## config.mk

```make
export PLATFORM = sky130hd
export DESIGN_NAME = mul_unit
export DESIGN_NICKNAME = d
export VERILOG_FILES = /design/src/verilog/mul_pkg.sv /design/src/verilog/mul_operand_stage.sv /design/src/verilog/mul_result_stage.sv /design/src/verilog/mul_unit.sv /design/src/verilog/pipelined_array_multiplier.sv
export SDC_FILE = /design/constraint.sdc
export NUM_CORES = 2
export LEC_CHECK = 0
export ABC_AREA = 0
export ABC_CLOCK_PERIOD_IN_PS = 17110
export BUFFER_PORTS_ARGS = -buffer_cell sky130_fd_sc_hd__buf_4
export CORE_UTILIZATION = 62
export DETAILED_ROUTE_END_ITERATION = 7
export GPL_ROUTABILITY_DRIVEN = 0
export PLACE_DENSITY_LB_ADDON = 0.12
export SETUP_SLACK_MARGIN = 0.4
export SYNTH_ARGS = -nofsm -noshare
export SYNTH_HDL_FRONTEND = slang
export SYNTH_SLANG_ARGS = --single-unit
```

## constraint.sdc

```tcl
create_clock -name clk_i -period 17.11 [get_ports clk_i]
set_input_delay 3.422 -clock clk_i [delete_from_list [all_inputs] [get_ports clk_i]]
set_output_delay 3.422 -clock clk_i [all_outputs]
set_load 0.01 [all_outputs]
```

## src/verilog/mul_pkg.sv

```systemverilog
`default_nettype none

package mul_pkg;

    // ----------------------------------------------------------
    // Data width and word type
    // ----------------------------------------------------------

    // Width of one operand and of one returned result word
    localparam int XLEN = 32;

    typedef logic [XLEN-1:0] data_word_t;

    // ----------------------------------------------------------
    // Multiply operations of the RV32M extension
    // ----------------------------------------------------------

    // MUL keeps the low word, the three others keep the high word
    // and differ only in how the operands are interpreted
    typedef enum logic [1:0] {
        MUL    = 2'b00,
        MULH   = 2'b01,
        MULHSU = 2'b10,
        MULHU  = 2'b11
    } mul_op_t;

    // Request bundle presented to the unit by the execute stage
    typedef struct packed {
        logic       valid;
        mul_op_t    op;
        data_word_t multiplicand;
        data_word_t multiplier;
    } mul_req_t;

    // Sideband that follows the operands through the unsigned core
    typedef struct packed {
        mul_op_t op;
        logic    negate;
    } mul_tag_t;

    // Result bundle returned to the execute stage
    typedef struct packed {
        logic       valid;
        data_word_t product;
    } mul_rsp_t;

endpackage : mul_pkg

`default_nettype wire

```

## src/verilog/mul_operand_stage.sv

```systemverilog
`timescale 1ns/1ps
`default_nettype none

module mul_operand_stage import mul_pkg::*; (
    input  wire logic       clk_i,
    input  wire logic       rst_n_i,
    input  wire logic       clk_en_i,
    input  wire mul_req_t   req_i,
    output      data_word_t multiplicand_o,
    output      data_word_t multiplier_o,
    output      logic       valid_o,
    output      mul_tag_t   tag_o
);

    // ----------------------------------------------------------
    // Sign handling
    // ----------------------------------------------------------

    // The multiplicand is rs1 and is signed unless the op is MULHU
    logic mcand_signed;
    // The multiplier is rs2 and is signed only for MUL and MULH
    logic mplier_signed;
    logic mcand_neg;
    logic mplier_neg;
    logic negate;

    data_word_t mcand_mag;
    data_word_t mplier_mag;

    assign mcand_signed  = (req_i.op != MULHU);
    assign mplier_signed = (req_i.op == MUL) || (req_i.op == MULH);

    // An operand only counts as negative when it is read as signed
    assign mcand_neg  = req_i.multiplicand[XLEN-1] & mcand_signed;
    assign mplier_neg = req_i.multiplier[XLEN-1] & mplier_signed;

    // The product is negative when exactly one factor is negative,
    // so MULHSU with a large unsigned multiplier is not flipped
    assign negate = mcand_neg ^ mplier_neg;

    always_comb begin
        // Negative signed operands become their two's-complement magnitude
        mcand_mag  = req_i.multiplicand;
        mplier_mag = req_i.multiplier;
        if (mcand_neg) begin
            mcand_mag = -req_i.multiplicand;
        end
        if (mplier_neg) begin
            mplier_mag = -req_i.multiplier;
        end
    end

    // ----------------------------------------------------------
    // Stage register
    // ----------------------------------------------------------

    // The payload register holds whenever the pipeline is frozen
    always_ff @(posedge clk_i) begin
        if (clk_en_i) begin
            multiplicand_o <= mcand_mag;
            multiplier_o   <= mplier_mag;
            tag_o.op       <= req_i.op;
            tag_o.negate   <= negate;
        end
    end

    // Valid bit of the stage
    always_ff @(posedge clk_i) begin
        if (!rst_n_i) begin
            valid_o <= 1'b0;
        end else if (clk_en_i) begin
            valid_o <= req_i.valid;
        end
    end

endmodule : mul_operand_stage

`default_nettype wire

```

## src/verilog/mul_result_stage.sv

```systemverilog
`timescale 1ns/1ps
`default_nettype none

module mul_result_stage import mul_pkg::*; #(
    parameter int CORE_STAGES = 4
) (
    input  wire logic              clk_i,
    input  wire logic              rst_n_i,
    input  wire logic              clk_en_i,
    input  wire mul_tag_t          tag_i,
    input  wire logic [2*XLEN-1:0] product_i,
    input  wire logic              valid_i,
    output      mul_rsp_t          rsp_o
);

    localparam int PROD_W = 2 * XLEN;

    // ----------------------------------------------------------
    // Tag delay line
    // ----------------------------------------------------------

    // Same depth as the core, so the last entry belongs to the
    // product that the core presents in this cycle
    mul_tag_t tag_pipe [CORE_STAGES];

    always_ff @(posedge clk_i) begin
        if (clk_en_i) begin
            tag_pipe[0] <= tag_i;
            for (int i = 1; i < CORE_STAGES; i++) begin
                tag_pipe[i] <= tag_pipe[i-1];
            end
        end
    end

    // ----------------------------------------------------------
    // Final register
    // ----------------------------------------------------------

    logic [PROD_W-1:0] product_q;
    mul_tag_t          tag_q;
    logic              valid_q;

    always_ff @(posedge clk_i) begin
        if (clk_en_i) begin
            product_q <= product_i;
            tag_q     <= tag_pipe[CORE_STAGES-1];
        end
    end

    always_ff @(posedge clk_i) begin
        if (!rst_n_i) begin
            valid_q <= 1'b0;
        end else if (clk_en_i) begin
            valid_q <= valid_i;
        end
    end

    // ----------------------------------------------------------
    // Sign restore and half select
    // ----------------------------------------------------------

    logic [PROD_W-1:0] signed_product;

    // The core only sees magnitudes, so a negative result is
    // rebuilt here over the full 64 bits before a half is taken
    assign signed_product = tag_q.negate ? -product_q : product_q;

    always_comb begin
        rsp_o.valid = valid_q;
        if (tag_q.op == MUL) begin
            rsp_o.product = signed_product[XLEN-1:0];
        end else begin
            // MULH, MULHSU and MULHU all return the upper word
            rsp_o.product = signed_product[PROD_W-1:XLEN];
        end
    end

endmodule : mul_result_stage

`default_nettype wire

```

## src/verilog/mul_unit.sv

```systemverilog
`timescale 1ns/1ps
`default_nettype none

module mul_unit import mul_pkg::*; #(
    // Register stages inside the array multiplier, from 1 to 8
    parameter int CORE_STAGES = 4
) (
    input  wire logic     clk_i,
    input  wire logic     rst_n_i,
    input  wire logic     clk_en_i,
    input  wire mul_req_t req_i,
    output      mul_rsp_t rsp_o
);

    // ----------------------------------------------------------
    // Internal connections
    // ----------------------------------------------------------

    // Magnitude operands and sideband from the first stage
    data_word_t        opnd_mcand;
    data_word_t        opnd_mplier;
    logic              opnd_valid;
    mul_tag_t          opnd_tag;

    // Unsigned product leaving the core
    logic [2*XLEN-1:0] core_product;
    logic              core_valid;

    // ----------------------------------------------------------
    // Operand stage
    // ----------------------------------------------------------

    mul_operand_stage u_operand (
        .clk_i          (clk_i),
        .rst_n_i        (rst_n_i),
        .clk_en_i       (clk_en_i),
        .req_i          (req_i),
        .multiplicand_o (opnd_mcand),
        .multiplier_o   (opnd_mplier),
        .valid_o        (opnd_valid),
        .tag_o          (opnd_tag)
    );

    // ----------------------------------------------------------
    // Multiplier core
    // ----------------------------------------------------------

    // Latency through here is exactly CORE_STAGES enabled cycles
    pipelined_array_multiplier #(
        .CORE_STAGES (CORE_STAGES)
    ) u_core (
        .clk_i          (clk_i),
        .rst_n_i        (rst_n_i),
        .clk_en_i       (clk_en_i),
        .valid_i        (opnd_valid),
        .multiplicand_i (opnd_mcand),
        .multiplier_i   (opnd_mplier),
        .product_o      (core_product),
        .valid_o        (core_valid)
    );

    // ----------------------------------------------------------
    // Result stage
    // ----------------------------------------------------------

    // The tag skips the core and is delayed by the same depth
    mul_result_stage #(
        .CORE_STAGES (CORE_STAGES)
    ) u_result (
        .clk_i     (clk_i),
        .rst_n_i   (rst_n_i),
        .clk_en_i  (clk_en_i),
        .tag_i     (opnd_tag),
        .product_i (core_product),
        .valid_i   (core_valid),
        .rsp_o     (rsp_o)
    );

endmodule : mul_unit

`default_nettype wire

```

## src/verilog/pipelined_array_multiplier.sv

```systemverilog
`timescale 1ns/1ps
`default_nettype none

module pipelined_array_multiplier import mul_pkg::*; #(
    parameter int CORE_STAGES = 4
) (
    input  wire logic              clk_i,
    input  wire logic              rst_n_i,
    input  wire logic              clk_en_i,
    input  wire logic              valid_i,
    input  wire data_word_t        multiplicand_i,
    input  wire data_word_t        multiplier_i,
    output      logic [2*XLEN-1:0] product_o,
    output      logic              valid_o
);

    localparam int PROD_W = 2 * XLEN;

    // ----------------------------------------------------------
    // Pipeline storage
    // ----------------------------------------------------------

    // Running sum and valid bit at the output of every stage
    logic [PROD_W-1:0] sum_q   [CORE_STAGES];
    logic              valid_q [CORE_STAGES];

    // Operands seen by each stage; entry 0 comes straight from the
    // ports, the later ones are registered copies that travel along
    data_word_t mcand_p  [CORE_STAGES];
    data_word_t mplier_p [CORE_STAGES];

    assign mcand_p[0]  = multiplicand_i;
    assign mplier_p[0] = multiplier_i;

    // ----------------------------------------------------------
    // Stages
    // ----------------------------------------------------------

    for (genvar s = 0; s < CORE_STAGES; s++) begin : g_stage

        // Rows handled here; the split spreads the 32 multiplier bits
        // so that no two stages differ by more than one row
        localparam int ROW_LO = (s * XLEN) / CORE_STAGES;
        localparam int ROW_HI = ((s + 1) * XLEN) / CORE_STAGES - 1;

        logic [PROD_W-1:0] sum_base;
        logic              valid_base;
        logic [PROD_W-1:0] acc;

        // The first stage starts from zero, the others from the
        // sum left by the stage before
        if (s == 0) begin : g_first
            assign sum_base   = '0;
            assign valid_base = valid_i;
        end else begin : g_next
            assign sum_base   = sum_q[s-1];
            assign valid_base = valid_q[s-1];
        end

        // Each set multiplier bit adds one shifted copy of the
        // multiplicand to the running sum
        always_comb begin
            acc = sum_base;
            for (int r = ROW_LO; r <= ROW_HI; r++) begin
                if (mplier_p[s][r]) begin
                    acc = acc + (PROD_W'(mcand_p[s]) << r);
                end
            end
        end

        always_ff @(posedge clk_i) begin
            if (clk_en_i) begin
                sum_q[s] <= acc;
            end
        end

        always_ff @(posedge clk_i) begin
            if (!rst_n_i) begin
                valid_q[s] <= 1'b0;
            end else if (clk_en_i) begin
                valid_q[s] <= valid_base;
            end
        end

        // Operands are only needed by the stages that still have rows
        // left to add, so the last stage does not forward them
        if (s < CORE_STAGES - 1) begin : g_fwd
            always_ff @(posedge clk_i) begin
                if (clk_en_i) begin
                    mcand_p[s+1]  <= mcand_p[s];
                    mplier_p[s+1] <= mplier_p[s];
                end
            end
        end

    end : g_stage

    // ----------------------------------------------------------
    // Outputs
    // ----------------------------------------------------------

    // After the last stage every row has been added in
    assign product_o = sum_q[CORE_STAGES-1];
    assign valid_o   = valid_q[CORE_STAGES-1];

endmodule : pipelined_array_multiplier

`default_nettype wire
```

# After elaboration in Yosys (flattened, before gate mapping)
# Memories as Yosys holds them, arrays and structs flattened. A register that Yosys moved wholly into a read port is not among the register bits.
# Index checks and enable logic that the tools add are counted.
# op_classes
add_sub_neg,34
multipliers,0
n_div,0
n_lt_le_gt_ge,0
n_eq_ne,2
n_shift,0
muxes,45
bitwise_logic,7
n_reduce_logical,4
# op_table
cell,count
64-bit two-way mux,32
32-bit two-way mux,4
64-bit by 33-bit adder with 64-bit output,1
64-bit by 34-bit adder with 64-bit output,1
64-bit by 35-bit adder with 64-bit output,1
64-bit by 36-bit adder with 64-bit output,1
64-bit by 37-bit adder with 64-bit output,1
64-bit by 38-bit adder with 64-bit output,1
64-bit by 39-bit adder with 64-bit output,1
64-bit by 40-bit adder with 64-bit output,1
64-bit by 41-bit adder with 64-bit output,1
64-bit by 42-bit adder with 64-bit output,1
64-bit by 43-bit adder with 64-bit output,1
64-bit by 44-bit adder with 64-bit output,1
64-bit by 45-bit adder with 64-bit output,1
64-bit by 46-bit adder with 64-bit output,1
64-bit by 47-bit adder with 64-bit output,1
64-bit by 48-bit adder with 64-bit output,1
64-bit by 49-bit adder with 64-bit output,1
64-bit by 50-bit adder with 64-bit output,1
64-bit by 51-bit adder with 64-bit output,1
64-bit by 52-bit adder with 64-bit output,1
64-bit by 53-bit adder with 64-bit output,1
64-bit by 54-bit adder with 64-bit output,1
other kinds (20),34
# totals
ff_bits,260
latchBits,0
ram_bits,272
romBits,0
in_bits,70
output_inout_bits,33
wordCells,106
mem_count,3
# mem_list
name,words,word_bits,rd,rd_clocked_by_memory_dff,write_ports,line,text
u_core.sum_q,4,64,4,1,4,pipelined_array_multiplier.sv:24,logic [PROD_W-1:0] sum_q [CORE_STAGES];
u_result.tag_pipe,4,3,4,1,4,mul_result_stage.sv:24,mul_tag_t tag_pipe [CORE_STAGES];
u_core.valid_q,4,1,4,1,4,pipelined_array_multiplier.sv:25,logic valid_q [CORE_STAGES];

# Logic depth before layout (Yosys ltp)
# An unclocked memory read counts as a cell.
# logic_depth
depth_word,17
mapped_depth,76
ltp_nobuf,75

# Hierarchy
# From an unflattened synthesis, not the netlist that was laid out.
# hier_totals
hier_cells,9987
area_unflattened_um2,80704.9
# by_module_without_submodules
module,instances,cells_per_inst,area_each_um2,seq_area_each_um2
pipelined_array_multiplier,1,9305,72772.3,10680.2
mul_result_stage,1,396,4484.3,2392.3
mul_operand_stage,1,286,3448.3,2031.9

# Worst setup path before layout
# OpenSTA, ideal clock, no wires.
# synth_path
path_type,reg-to-reg
from,reg u_core.mcand_p[33] (netlist name)
to,mem u_core.sum_q[2][54] (netlist name) (data pin)
setup_time_ps,260
arrival_ps,13777
t_required_ps,16850
setup_slack_ps,3073
stages_incl_launch_ff,61
path_buffers,1
synth_period_minus_slack_ps,14037
path_cell_list,edfxtp_1 -> inv_1 -> fa_1 -> nand2b_1 -> a211o_1 -> a211oi_1 -> a21oi_1 -> o2111a_1 -> a211o_1 -> ha_1 -> nand2_1 -> or4_1 -> o22a_1 -> a21o_1 -> xnor2_1 -> a211o_1 -> ha_1 -> and2_1 -> [... 25 more ...] -> xnor2_1 -> o21ai_0 -> a21oi_1 -> inv_1 -> ha_1 -> clkbuf_1 -> o21ai_0 -> a221oi_1 -> o22ai_1 -> a21boi_0 -> ha_1 -> and3_1 -> a2111o_1 -> a21oi_1 -> or3_1 -> a32oi_1 -> xor2_1 -> mux2_2
# synth_lines
item,line,text
"start, declared",pipelined_array_multiplier.sv:29,data_word_t mcand_p [CORE_STAGES];
"start signal, assigned by index",pipelined_array_multiplier.sv:90,mcand_p[s+1] <= mcand_p[s];
"end, declared",pipelined_array_multiplier.sv:24,

==> metrics.md <==
| Metric | Value |
|---|---|
| Status | complete, but fails checks |
| Failing checks | capacitance limit, slew limit |
| Remaining global-route overflow | 0 |
| Total clock sinks | 504 |
| Drt wl/cell | 23.5 µm |
| Req. time, crit path | 17.54 ns |
| Top sig layer | met5 |
| Register Area | ~15,000 µm² |
| Largest net degree at the start of global routing | between 90 and 100 |
| Worst-Margin Slew | 1.53 ns |
| Worst skew pair latency | 0.72 ns |
| FILL cells | 11,207 |
| Setup CP Type | reg -> reg |
| Final Hold Viols | 0 |
| Tot GR Track Use | between 40% and 50% |
| Synthesized netlist cell count | 10,557 |
| Metal3 WL | 27,200 µm |
| Max_cap viols | 1 |
| Slew Viols, Final | 4 |
| Largest cells by area after synthesis | edfxtp_1 (18%), ha_1 (15%), a21oi_1 (5.8%), xnor2_1 (4.9%), nand2_1 (4.6%) |
| TritonCTS clock tree | done |
| Worst path most repeated cell | nand2_1 |
| Syn_area_per_cell | 7.87 µm² |
| Post-synth EDFFs | 501 |
| Share of layout cells above drive strength 1 | 7.24% |
| Final Worst Setup Slack | between 0.9 and 1 ns |
| HPWL Detailed | between 200,000 and 250,000 µm |
| Total wire length | 289,000 µm |
| Site row count | 133 |
| Die Width | 368 µm |
| Crit path launch type | flip-flop |
| Crit path max-delay cell type | and2_1 |
| Detail Route met2 WL | 128,000 µm |
| Share of the yosys chip area belonging to registers | 18.2% |
| Setup violators final | 0 |
| CTS Buf Count | 58 |
| Setup tns final | 0 ns |
| CP max FO | 12 |
| Worst EP arrival | about 17 ns |
| First-pass GRT wire length | 445,000 µm |
| Vias in the first global route | 79,897 |
| Longest Clk Path Bufs | 3 |
| Worst-path clk slew | 0.07 ns |
| FMAX | 61.9 MHz |
| Yosys warnings | 0 |
| Top cells by count, synth | ha_1 (1,018), nand2_1 (1,014), a21oi_1 (960) |
| Vias | ~86,000 |
| Crit end category | flip-flop |
| Syn nets | 11,676 |
| Post-route ant nets | 0 |
| Ports | 103 |
| Synth async-reset ratio | 0% |
| Hold_buf cts | 0 |
| Period utilization | 94.4% |
| Vias per cell | 6.99 |
| H-tree Lvls | 2 |
| Drt pass-1 iters | 7 |
| Final nets | 11,613 |
| Core area | 132,000 µm² |
| Synth cell types | 99 |
| DIE AREA | 135,000 µm² |
| Synth area leader | edfxtp_1 |
| DP Worst Slack | 0.364 ns |
| Final routed DRC violation total | 0 |
| RSZ-0062 raised after global routing | true |
| Min-Delay Path Class | reg -> reg |
| Critical path's largest stage delay | 0.74 ns |
| WL met1 | 108,000 µm |
| Multi-input logic area | 65,200 µm² |
| Root Driver | clkbuf_16 |
| Initial antenna violation count | 41 |
| # port buffers | 102 |
| Post-synth top area share | a little under a fifth |
| Count leader, synth | ha_1 |
| Number of DRC markers in iteration 0 | 8,783 |
| Die height | 368 µm |
| Core Util, Final | 66.6% |
| Area of the mapped netlist | 83,100 µm² |
| Initial core utilization | 62.9% |
| Top_reg_cell synth | edfxtp_1 |
| Layout area overhead | 5.90% |
| Relative slew slack | -2.50% |
| Worst Skew | between 0.05 and 0.06 ns |
| Minimum clock period | 16.15 ns |
| Seq cells post-synth | 504 |
==> critical path, delay by kind of cell, from the launching register on <==
| family | cells | cell delay [ns] |
|---|---|---|
| AO/OA/AOI/OAI | 29 | 8.12 |
| buffers and inverters | 2 | 0.17 |
| XOR/XNOR | 3 | 0.48 |
| flip-flops | 1 | 0.73 |
| AND/OR/NAND/NOR | 22 | 4.05 |
| adder cells (fa/ha/maj) | 7 | 2.31 |
==> timing repair <==
action                     in CTS  in global routing
pin swaps                       0                  1
resized for setup               1                 36
setup endpoints to repair       1                 34
buffers inserted                0                 13
==> layout make-up <==
type	count	area share, %
antenna	26	0.0740
clock buffer	65	1.71
clock inverter	43	0.724
inverter	449	1.92
multi-input combinational	9277	74.1
sequential	504	17.2
tap	1755	2.50
timing repair buffer	204	1.77
==> placed cells by master, fill, tap and decap left out, types with 100 or more instances in the layout <==
cell / Yosys / final
a211oi_1: 192 / 186
a21o_1: 483 / 483
a21oi_1: 960 / 958
a31oi_1: 149 / 145
and2_1: 110 / 110
and3_1: 149 / 149
buf_4: 1 / 201
edfxtp_1: 501 / 501
ha_1: 1018 / 1018
inv_1: 441 / 439
mux2_2: 262 / 262
nand2_1: 1014 / 1014
nand2b_1: 166 / 166
nand3_1: 230 / 230
nand4_1: 100 / 100
nor2_1: 815 / 811
nor2b_1: 106 / 105
nor3_1: 203 / 201
o211ai_1: 116 / 116
o21a_1: 226 / 226
o21ai_0: 741 / 733
o21bai_1: 116 / 116
o31ai_1: 117 / 116
xnor2_1: 461 / 460
xor2_1: 314 / 313
==> stage by stage <==
stage	instances	cell area [µm²]	hold WS (ns)
detailed placement	12174	85500	0.405
finish	12323	88000	0.411
global route	12307	87900	0.415
global placement	12174	85500	0.402
floorplan	10557	83100	0.400
CTS	12282	87600	0.414
==> cells by family (layout without fill, tap and decap cells) <==
kind of cell,after synthesis,in the layout,share of synthesized area [%]
muxes,352,352,4.64
AOI/OAI and AO/OA,3864,3864,30.8
adders and majority gates,1049,1049,16.1
other,0,26,0
and+or+nand+nor,3237,3237,18.6
xor gates and xnor gates,775,775,8.17
DFF,504,504,18.2
buffers and inverters,776,761,3.51
==> final timing paths <==
| kind | start | slack, ns | to | depth (start not counted) |
|---|---|---|---|---|
| setup / recovery | u_operand.multiplicand_o[1] | 0.96 | u_core.sum_q[0][37] | 63 |
| hold / removal | u_result.tag_pipe[0][1] | 0.41 | u_result.tag_pipe[1][1] | 0 |
| setup reg to reg | u_operand.multiplicand_o[1] | 0.96 | u_core.sum_q[0][37] | 63 |
| hold reg to reg | u_result.tag_pipe[0][1] | 0.41 | u_result.tag_pipe[1][1] | 0 |
==> registers in the layout, summed over array words and instances (netlist names) <==
name and count:
u_operand.valid_o 1, u_operand.multiplicand_o 32, u_result.tag_q 3, u_result.valid_q 1, u_operand.tag_o 3, u_core.mcand_p 96, u_result.product_q 64, u_core.valid_q 4
u_result.tag_pipe 12, u_core.sum_q 208, u_core.mplier_p 48, u_operand.multiplier_o 32
==> routing by layer <==
metal  GRT usage [%]  vias to the layer above
met5           0.748                        -
met1            47.1                    40400
met3            10.9                     1300
met2            65.5                     4388
li1                -                    39980
met4            31.4                       26
Power is not shown: default switching activity piles up to over one toggle a cycle in this logic, so the estimate is an artifact.
